==> src/hdl/dbg_cfg.svh <==
`ifndef DBG_CFG_SVH
`define DBG_CFG_SVH

// TAP identification value
`define DBG_IDCODE      32'h1000_0A6F

// DMI geometry
`define DBG_ABITS       7
`define DBG_DATAW       32
`define DBG_DMI_W       (`DBG_ABITS + `DBG_DATAW + 2)

// DTMCS constant fields
`define DBG_IDLE_HINT   3'd1    // Run-Test/Idle cycles to spend between DMI ops
`define DBG_VERSION     4'd1    // Debug spec 0.13

// Debug-module register file
`define DBG_WAIT_STATES 4       // Extra cycles before ack
`define DBG_RF_DEPTH    16      // Scratch words

`endif

==> src/hdl/dbg_pkg.sv <==
package dbg_pkg;

    // TAP instruction codes
    typedef enum logic [4:0] {
        IR_IDCODE = 5'h01,
        IR_DTMCS  = 5'h10,
        IR_DMI    = 5'h11,
        IR_BYPASS = 5'h1f
    } ir_e;

    // Request op written into the DMI register
    typedef enum logic [1:0] {
        DMI_OP_NOP   = 2'd0,
        DMI_OP_READ  = 2'd1,
        DMI_OP_WRITE = 2'd2
    } dmi_op_e;

    // Status returned in the op field on capture, also used for dmistat
    typedef enum logic [1:0] {
        DMI_STAT_SUCCESS = 2'd0,
        DMI_STAT_FAILED  = 2'd2,
        DMI_STAT_BUSY    = 2'd3
    } dmi_stat_e;

    // Data register routed out of the TAP
    typedef enum logic [1:0] {
        DR_NONE,
        DR_DTMCS,
        DR_DMI
    } dr_sel_e;

    typedef struct packed {
        logic [13:0] zero_hi;
        logic        dmihardreset;
        logic        dmireset;
        logic        zero;
        logic [2:0]  idle;
        dmi_stat_e   dmistat;
        logic [5:0]  abits;
        logic [3:0]  version;
    } dtmcs_t;

endpackage

==> src/hdl/dmi_bus_if.sv <==
`include "dbg_cfg.svh"

// Wishbone-style link between the DTM and the debug-module registers
interface dmi_bus_if;
    logic                  cyc;
    logic                  stb;
    logic                  we;
    logic [`DBG_ABITS-1:0] adr;
    logic [`DBG_DATAW-1:0] dat_w;
    logic                  ack;     // One-cycle pulse
    logic [`DBG_DATAW-1:0] dat_r;

    modport master (output cyc, stb, we, adr, dat_w, input ack, dat_r);
    modport slave  (input cyc, stb, we, adr, dat_w, output ack, dat_r);
endinterface

// Custom data register port between the TAP and the DTM
interface tap_dr_if import dbg_pkg::*; ();
    dr_sel_e               sel;
    logic                  capture;     // Capture-DR pulse
    logic                  update;      // Update-DR pulse
    logic [`DBG_DMI_W-1:0] wdata;       // Shift register contents
    logic [`DBG_DMI_W-1:0] rdata;       // Parallel load value
    logic [5:0]            width;       // Length of the selected register

    modport master (output sel, capture, update, wdata, input rdata, width);
    modport target (input sel, capture, update, wdata, output rdata, width);
endinterface

==> src/hdl/jtag_tap.sv <==
`include "dbg_cfg.svh"

module jtag_tap import dbg_pkg::*; (
    input  logic      tck_i,
    input  logic      trst_n_i,
    input  logic      tms_i,
    input  logic      tdi_i,
    output logic      tdo_o,
    tap_dr_if.master  dr
);

    localparam int DR_W = `DBG_DMI_W;

    typedef enum logic [3:0] {
        TLR, RTI,
        SEL_DR, CAP_DR, SHIFT_DR, EXIT1_DR, PAUSE_DR, EXIT2_DR, UPD_DR,
        SEL_IR, CAP_IR, SHIFT_IR, EXIT1_IR, PAUSE_IR, EXIT2_IR, UPD_IR
    } tap_state_e;

    tap_state_e      state_q;
    tap_state_e      state_d;
    logic [4:0]      ir_q;          // Active instruction
    logic [4:0]      ir_sr;         // IR shift stage
    logic [DR_W-1:0] dr_sr;
    logic [DR_W-1:0] dr_next;
    logic            bypass_q;
    logic            is_idcode;
    logic            is_bypass;
    logic [5:0]      dr_len;

    //////////////////////////////////////////////////////////////////////
    // TAP controller
    //////////////////////////////////////////////////////////////////////

    always_comb begin
        case (state_q)
            TLR:      state_d = tms_i ? TLR      : RTI;
            RTI:      state_d = tms_i ? SEL_DR   : RTI;
            SEL_DR:   state_d = tms_i ? SEL_IR   : CAP_DR;
            CAP_DR:   state_d = tms_i ? EXIT1_DR : SHIFT_DR;
            SHIFT_DR: state_d = tms_i ? EXIT1_DR : SHIFT_DR;
            EXIT1_DR: state_d = tms_i ? UPD_DR   : PAUSE_DR;
            PAUSE_DR: state_d = tms_i ? EXIT2_DR : PAUSE_DR;
            EXIT2_DR: state_d = tms_i ? UPD_DR   : SHIFT_DR;
            UPD_DR:   state_d = tms_i ? SEL_DR   : RTI;
            SEL_IR:   state_d = tms_i ? TLR      : CAP_IR;
            CAP_IR:   state_d = tms_i ? EXIT1_IR : SHIFT_IR;
            SHIFT_IR: state_d = tms_i ? EXIT1_IR : SHIFT_IR;
            EXIT1_IR: state_d = tms_i ? UPD_IR   : PAUSE_IR;
            PAUSE_IR: state_d = tms_i ? EXIT2_IR : PAUSE_IR;
            EXIT2_IR: state_d = tms_i ? UPD_IR   : SHIFT_IR;
            default:  state_d = tms_i ? SEL_DR   : RTI;     // UPD_IR
        endcase
    end

    // Instruction decode, unknown codes behave as BYPASS
    always_comb begin
        case (ir_q)
            IR_DTMCS: dr.sel = DR_DTMCS;
            IR_DMI:   dr.sel = DR_DMI;
            default:  dr.sel = DR_NONE;
        endcase
    end

    assign is_idcode = (ir_q == IR_IDCODE);
    assign is_bypass = !is_idcode && (dr.sel == DR_NONE);
    assign dr_len    = is_idcode ? 6'd32 : dr.width;

    // New bit enters at the top of the selected register
    always_comb begin
        dr_next = {1'b0, dr_sr[DR_W-1:1]};
        dr_next[dr_len - 6'd1] = tdi_i;
    end

    assign dr.capture = (state_q == CAP_DR);
    assign dr.update  = (state_q == UPD_DR);
    assign dr.wdata   = dr_sr;

    always_ff @(posedge tck_i) begin
        if (!trst_n_i) begin
            state_q <= TLR;
            ir_q    <= IR_IDCODE;
            ir_sr   <= '0;
            tdo_o   <= 1'b0;
        end else begin
            state_q <= state_d;
            case (state_q)
                TLR:      ir_q  <= IR_IDCODE;
                CAP_IR:   ir_sr <= IR_IDCODE;
                SHIFT_IR: begin
                    ir_sr <= {tdi_i, ir_sr[4:1]};
                    tdo_o <= ir_sr[0];
                end
                UPD_IR:   ir_q  <= ir_sr;
                SHIFT_DR: tdo_o <= is_bypass ? bypass_q : dr_sr[0];
                default: ;
            endcase
        end
    end

    //////////////////////////////////////////////////////////////////////
    // Data registers
    //////////////////////////////////////////////////////////////////////

    always_ff @(posedge tck_i) begin
        if (state_q == CAP_DR) begin
            bypass_q <= 1'b0;
            if (is_idcode)
                dr_sr <= {{(DR_W-32){1'b0}}, `DBG_IDCODE};
            else
                dr_sr <= dr.rdata;
        end else if (state_q == SHIFT_DR) begin
            bypass_q <= tdi_i;
            if (!is_bypass)
                dr_sr <= dr_next;
        end
    end

    // Five TMS-high edges reach Test-Logic-Reset from any state
    a_tms_reset: assert property (@(posedge tck_i) disable iff (!trst_n_i)
        tms_i [*5] |=> state_q == TLR);

endmodule

==> src/hdl/dtm.sv <==
`include "dbg_cfg.svh"

module dtm import dbg_pkg::*; (
    input  logic       tck_i,
    input  logic       trst_n_i,
    tap_dr_if.target   dr,
    dmi_bus_if.master  bus
);

    localparam int DR_W = `DBG_DMI_W;

    logic [`DBG_ABITS-1:0] addr_q;
    logic [`DBG_DATAW-1:0] data_q;
    logic                  we_q;
    logic                  cyc_q;       // Bus cycle pending
    dmi_stat_e             dmistat_q;
    dmi_stat_e             cap_op;
    dmi_op_e               op_in;
    dtmcs_t                dtmcs;
    dtmcs_t                dtmcs_wr;
    logic                  dmi_access;
    logic                  dmi_upd;
    logic                  dtmcs_upd;

    //////////////////////////////////////////////////////////////////////
    // Register views seen by the TAP
    //////////////////////////////////////////////////////////////////////

    always_comb begin
        dtmcs         = '0;
        dtmcs.idle    = `DBG_IDLE_HINT;
        dtmcs.dmistat = dmistat_q;
        dtmcs.abits   = 6'(`DBG_ABITS);
        dtmcs.version = `DBG_VERSION;
    end

    assign cap_op = cyc_q ? DMI_STAT_BUSY : dmistat_q;

    always_comb begin
        case (dr.sel)
            DR_DTMCS: begin
                dr.rdata = {{(DR_W-32){1'b0}}, dtmcs};
                dr.width = 6'd32;
            end
            DR_DMI: begin
                dr.rdata = {addr_q, data_q, cap_op};
                dr.width = 6'(DR_W);
            end
            default: begin
                dr.rdata = '0;
                dr.width = 6'd1;
            end
        endcase
    end

    assign op_in      = dmi_op_e'(dr.wdata[1:0]);
    assign dtmcs_wr   = dtmcs_t'(dr.wdata[31:0]);
    assign dmi_access = (dr.sel == DR_DMI) && (dr.capture || dr.update);
    assign dmi_upd    = (dr.sel == DR_DMI) && dr.update;
    assign dtmcs_upd  = (dr.sel == DR_DTMCS) && dr.update;

    //////////////////////////////////////////////////////////////////////
    // DMI operation and bus master
    //////////////////////////////////////////////////////////////////////

    always_ff @(posedge tck_i) begin
        if (!trst_n_i) begin
            cyc_q     <= 1'b0;
            we_q      <= 1'b0;
            addr_q    <= '0;
            data_q    <= '0;
            dmistat_q <= DMI_STAT_SUCCESS;
        end else begin
            if (cyc_q && bus.ack) begin
                cyc_q <= 1'b0;
                if (!we_q)
                    data_q <= bus.dat_r;    // Read result for the next capture
            end

            if (dmi_access && cyc_q) begin
                dmistat_q <= DMI_STAT_BUSY;     // Sticky until dmireset
            end else if (dmi_upd && dmistat_q == DMI_STAT_SUCCESS &&
                         (op_in == DMI_OP_READ || op_in == DMI_OP_WRITE)) begin
                cyc_q  <= 1'b1;
                we_q   <= (op_in == DMI_OP_WRITE);
                data_q <= dr.wdata[2 +: `DBG_DATAW];
                addr_q <= dr.wdata[2 + `DBG_DATAW +: `DBG_ABITS];
            end

            if (dtmcs_upd) begin
                if (dtmcs_wr.dmireset || dtmcs_wr.dmihardreset)
                    dmistat_q <= DMI_STAT_SUCCESS;
                if (dtmcs_wr.dmihardreset)
                    cyc_q <= 1'b0;      // Abandon the pending cycle
            end
        end
    end

    assign bus.cyc   = cyc_q;
    assign bus.stb   = cyc_q;
    assign bus.we    = we_q;
    assign bus.adr   = addr_q;
    assign bus.dat_w = data_q;

    // A cycle only starts right after a DMI update
    a_stb_on_upd: assert property (@(posedge tck_i) disable iff (!trst_n_i)
        $rose(bus.stb) |-> $past(dmi_upd));

    // Address held for the whole strobe
    a_adr_stable: assert property (@(posedge tck_i) disable iff (!trst_n_i)
        $past(bus.stb) && bus.stb |-> $stable(bus.adr));

endmodule

==> src/hdl/dm_regfile.sv <==
`include "dbg_cfg.svh"

module dm_regfile (
    input  logic      tck_i,
    input  logic      trst_n_i,
    dmi_bus_if.slave  bus
);

    localparam int DEPTH = `DBG_RF_DEPTH;
    localparam int IDX_W = $clog2(DEPTH);
    localparam int CNT_W = $clog2(`DBG_WAIT_STATES + 2);

    logic [`DBG_DATAW-1:0] mem [DEPTH];
    logic [CNT_W-1:0]      wait_cnt;
    logic                  ack_q;
    logic [`DBG_DATAW-1:0] dat_r_q;
    logic                  in_range;
    logic [IDX_W-1:0]      idx;
    logic                  fire;        // Access completes on this edge

    assign in_range = (bus.adr < DEPTH);
    assign idx      = bus.adr[IDX_W-1:0];
    assign fire     = bus.cyc && bus.stb && !ack_q &&
                      (wait_cnt == CNT_W'(`DBG_WAIT_STATES));

    always_ff @(posedge tck_i) begin
        if (!trst_n_i) begin
            wait_cnt <= '0;
            ack_q    <= 1'b0;
            for (int i = 0; i < DEPTH; i++)
                mem[i] <= '0;
        end else begin
            ack_q <= fire;
            if (!bus.stb || ack_q || fire) begin
                wait_cnt <= '0;
            end else begin
                wait_cnt <= wait_cnt + 1'b1;
            end
            if (fire && bus.we && in_range)
                mem[idx] <= bus.dat_w;      // Out of range writes dropped
        end
    end

    always_ff @(posedge tck_i) begin
        if (fire)
            dat_r_q <= in_range ? mem[idx] : '0;
    end

    assign bus.ack   = ack_q;
    assign bus.dat_r = dat_r_q;

    // Master keeps the strobe up until the ack arrives
    a_ack_stb: assert property (@(posedge tck_i) disable iff (!trst_n_i)
        bus.ack |-> bus.stb);

endmodule

==> src/hdl/dbg_top.sv <==
module dbg_top (
    input  logic tck_i,
    input  logic trst_n_i,
    input  logic tms_i,
    input  logic tdi_i,
    output logic tdo_o
);

    tap_dr_if  dr_if ();
    dmi_bus_if bus_if ();

    jtag_tap tap (
        .tck_i    (tck_i),
        .trst_n_i (trst_n_i),
        .tms_i    (tms_i),
        .tdi_i    (tdi_i),
        .tdo_o    (tdo_o),
        .dr       (dr_if.master)
    );

    dtm dtm (
        .tck_i    (tck_i),
        .trst_n_i (trst_n_i),
        .dr       (dr_if.target),
        .bus      (bus_if.master)
    );

    dm_regfile regfile (
        .tck_i    (tck_i),
        .trst_n_i (trst_n_i),
        .bus      (bus_if.slave)
    );

endmodule

==> config.mk <==
export PLATFORM = sky130hd
export DESIGN_NAME = dbg_top
export DESIGN_NICKNAME = d
export VERILOG_FILES = /design/src/hdl/dbg_pkg.sv /design/src/hdl/dmi_bus_if.sv /design/src/hdl/jtag_tap.sv /design/src/hdl/dtm.sv /design/src/hdl/dm_regfile.sv /design/src/hdl/dbg_top.sv
export VERILOG_INCLUDE_DIRS = /design/src /design/src/hdl
export SDC_FILE = /design/constraint.sdc
export NUM_CORES = 1
export LEC_CHECK = 0
export CORE_MARGIN = 2
export CORE_UTILIZATION = 50
export DETAILED_ROUTE_END_ITERATION = 8
export DONT_BUFFER_PORTS = 1
export GPL_ROUTABILITY_DRIVEN = 0
export GPL_TIMING_DRIVEN = 1
export PLACE_DENSITY = 0.73
export SLEW_MARGIN = 20
export SYNTH_ARGS = -nofsm -noshare
export SYNTH_HDL_FRONTEND = slang
export SYNTH_HIERARCHICAL = 1
export SYNTH_SLANG_ARGS = --single-unit
==> constraint.sdc <==
create_clock -name tck_i -period 5.5 [get_ports tck_i]
set_input_delay 0.55 -clock tck_i [delete_from_list [all_inputs] [get_ports tck_i]]
set_output_delay 0.55 -clock tck_i [all_outputs]
set_load 0.1 [all_outputs]
==> metrics.yaml <==
die_x_um: 249.0
use_met1: 0.3429
p_per_area_nw_per_um2: 323.4
numCtsBuffers: 69
io_pins: 5
drc: 0
p_leak_nw: 9.399
synth_xor_area_frac: 0.001751
setup_viol: 0
layout-drive-gt1-share: 0.1477
start_kind: "flip-flop"
p_int_mw: 8.413
grt.total_usage: 0.2583
async_flop_share: 0
muxShareOfSynthArea: 0.09971
p_clk_frac: 0.440
synth_flop_cell: "edfxtp_1"
drtIter0Drc: 2956
rsz0062_at_grt: "no"
hold_path.class: "primary input to flip-flop"
clockBufferDepth: 3
drt-total-wl_mm: 80.40
start_util: 0.5076
cts_tree: "built"
min_period_ns: 4.373
holdWs_ns: 0.01905
die_height_um: 249.0
antenna_found_initial: 0
cp.required_ns: 5.85
yosysMostFrequentCell: "edfxtp_1"
worst_pin_slew_ns: 1.170
finalHoldViolations: 0
synth-edff-count: 585
cts.sinks: 648
criticalPathCategory: "flip-flop to flip-flop"
relSlewSlack: 0.2167
dp_hpwl_mm: 44.37
grt_pass1_vias: 20440
cts.clk_slew.worst_paths_ns: 0.06
worst_clock_skew_ns: 0.02176
grt_first_pass_wirelength_mm: 123.4
seqPwrFrac: 0.530
busiest_layer: "met2"
endpoint_kind: "flip-flop"
synth-simple-area-share: 0.1653
period_share: 0.7950
r2r_cells: 12
diodes: 0
slew_violations: 0
synth_common_cells: "edfxtp_1, nor3_1, clkbuf_1"
fmax_ghz: 0.2287
grt_max_degree: 133
core_um2: 59130
vias: 20680
vias_per_cell: 6.832
yosys_warnings: 6
grt_use_met3: 0.05716
postLayoutCoreUtil: 0.5554
syn_to_final_growth_pct: 9.417
wl_per_cell_um: 26.56
nets: 2209
cp-endpoint: "tap/dr.wdata[17]"
seq_area_frac_synth: 0.6273
cts_root_buf: "clkbuf_16"
synth_top_area_cell: "edfxtp_1"
gr-usage-met2: 0.4141
p_sw_mw: 2.208
synth_top_family_by_area: "simple AND/OR/NAND/NOR gates"
r2r_setup_slack_ns: 1.13
synth_top_area_share: 0.5853
maxCapViolations: 0
cts-resized-gates: 0
peakVddDrop_uv: 224.6
synthAdderAreaFrac: 0.003335
reg2reg_from: "tap/ir_q[1]"
synth_area_leaders: "edfxtp_1, mux4_2, nor3_1"
synth_compound_area_frac: 0.05648
avgSynthCellArea_um2: 12.80
swShare: 0.2079
rows: 89
reg2reg_to: "tap/dr.wdata[17]"
status: "completed"
cts_setup_buffers: 0
pwr-share-comb: 0.030
cp.arrival_ns: 4.73
yosys_register_bits: 648
crit_start: "tap/ir_q[1]"
postCtsHoldBufs: 0
port_buffers: 0
synth_cells: 2345
syn_area_um2: 30020
clk_latency_ns: 0.62
synth.distinct_cells: 73
htree_levels: 3
tns_ns: 0
fp.dieArea_um2: 62010
path_max_fanout: 17
dr.pass1.iters: 7
postRouteAntennaNets: 0
grt_overflow: 0
[area by class of cell]
| class | count | area (um^2) |
|---|---|---|
| Timing Repair Buffer | 52 | 515.5 |
| Tap cell | 773 | 967.2 |
| Clock inverter | 42 | 375.4 |
| Sequential cell | 648 | 18840 |
| Inverter | 50 | 187.7 |
| Clock buffer | 86 | 1894 |
| Fill cell | 4579 | 26290 |
| Multi-Input combinational cell | 1376 | 10070 |
[routing by layer]
| metal | part of all wire | vias up |
|---|---|---|
| met4 | 0.037 | 0 |
| met2 | 0.48 | 1383 |
| met5 | 0 | - |
| met1 | 0.38 | 10240 |
| li1 | - | 8825 |
| met3 | 0.11 | 228 |
[how the worst min path moves through the flow]
stage	startpoint	endpoint	slack [ns]	cells past startpoint
floorplan	regfile/wait_cnt[0]	regfile/wait_cnt[0]	0.42	1
global placement	regfile/wait_cnt[0]	regfile/wait_cnt[0]	0.43	1
detailed placement	regfile/wait_cnt[0]	regfile/wait_cnt[0]	0.45	1
CTS	trst_n_i	tap/ir_q[0]	0.003	1
global route	trst_n_i	tap/ir_q[0]	0.0008	1
finish	trst_n_i	tap/ir_q[0]	0.02	1
[critical path, cell delays in order (launching register included)]
cell	delay, ns
dfxtp_1	0.32
nor3_2	0.46
nand2_1	0.10
nor2_1	0.23
ha_1	0.19
inv_1	0.23
o21ai_2	0.24
ha_1	0.54
nor3b_1	0.30
mux2i_1	0.22
nand4b_1	0.53
o311ai_0	0.59
nand3_1	0.14
[cell families after synthesis]
| kind of cell | Yosys count |
|---|---|
| DFF | 648 |
| and+or+nand+nor | 979 |
| muxes | 139 |
| AOI/OAI and AO/OA | 241 |
| adders and majority gates | 8 |
| other | 1 |
| xor gates and xnor gates | 6 |
| buffers and inverters | 323 |
[registers in the layout (all words and copies together) (netlist names)]
name,flops
dtm/bus.adr,7
tap/ir_q,5
tap/bypass_q,1
dtm/bus.we,1
tap/dr.wdata,41
dtm/bus.dat_w,32
regfile/bus.ack,1
tap/state_q,4
dtm/dmistat_q,2
regfile/mem,512
regfile/bus.dat_r,32
tap/tdo_o,1
dtm/bus.cyc,1
tap/ir_sr,5
regfile/wait_cnt,3
[power groups by stage]
stage / sequential [mW] / combinational, mW / clock, mW
finish: 5.63 / 0.322 / 4.67
global route: 5.64 / 0.338 / 4.91
CTS: 5.63 / 0.317 / 4.72
detailed placement: 5.73 / 0.316 / 0
global placement: 5.71 / 0.303 / 0
floorplan: 5.71 / 0.209 / 0
[per-stage QoR]
step	worst slack [ns]	instances	area (um^2)	total power, mW
4_1_cts	1.278	3025	32780	10.66
5_1_grt	0.7164	3027	32840	10.89
3_5_place_dp	1.365	2897	30510	6.047
6_report	1.127	3027	32840	10.62
2_1_floorplan	1.005	2347	30020	5.918
3_3_place_gp	1.474	2895	30450	6.017
[placed cells by master (no fill, tap or decap), types with 23 or more instances in the layout]
cell type and instances:
nor3_1 527, clkbuf_16 72, dfxtp_1 61, a21oi_1 27
buf_4 43, inv_1 48, and2_1 39, nor2_1 41
edfxtp_1 585, nand3_1 149, nand2_1 114, mux4_2 128
nand4_1 38, o31ai_1 32, a31oi_1 36, o311ai_0 23
(Power assumes the default switching activity.)
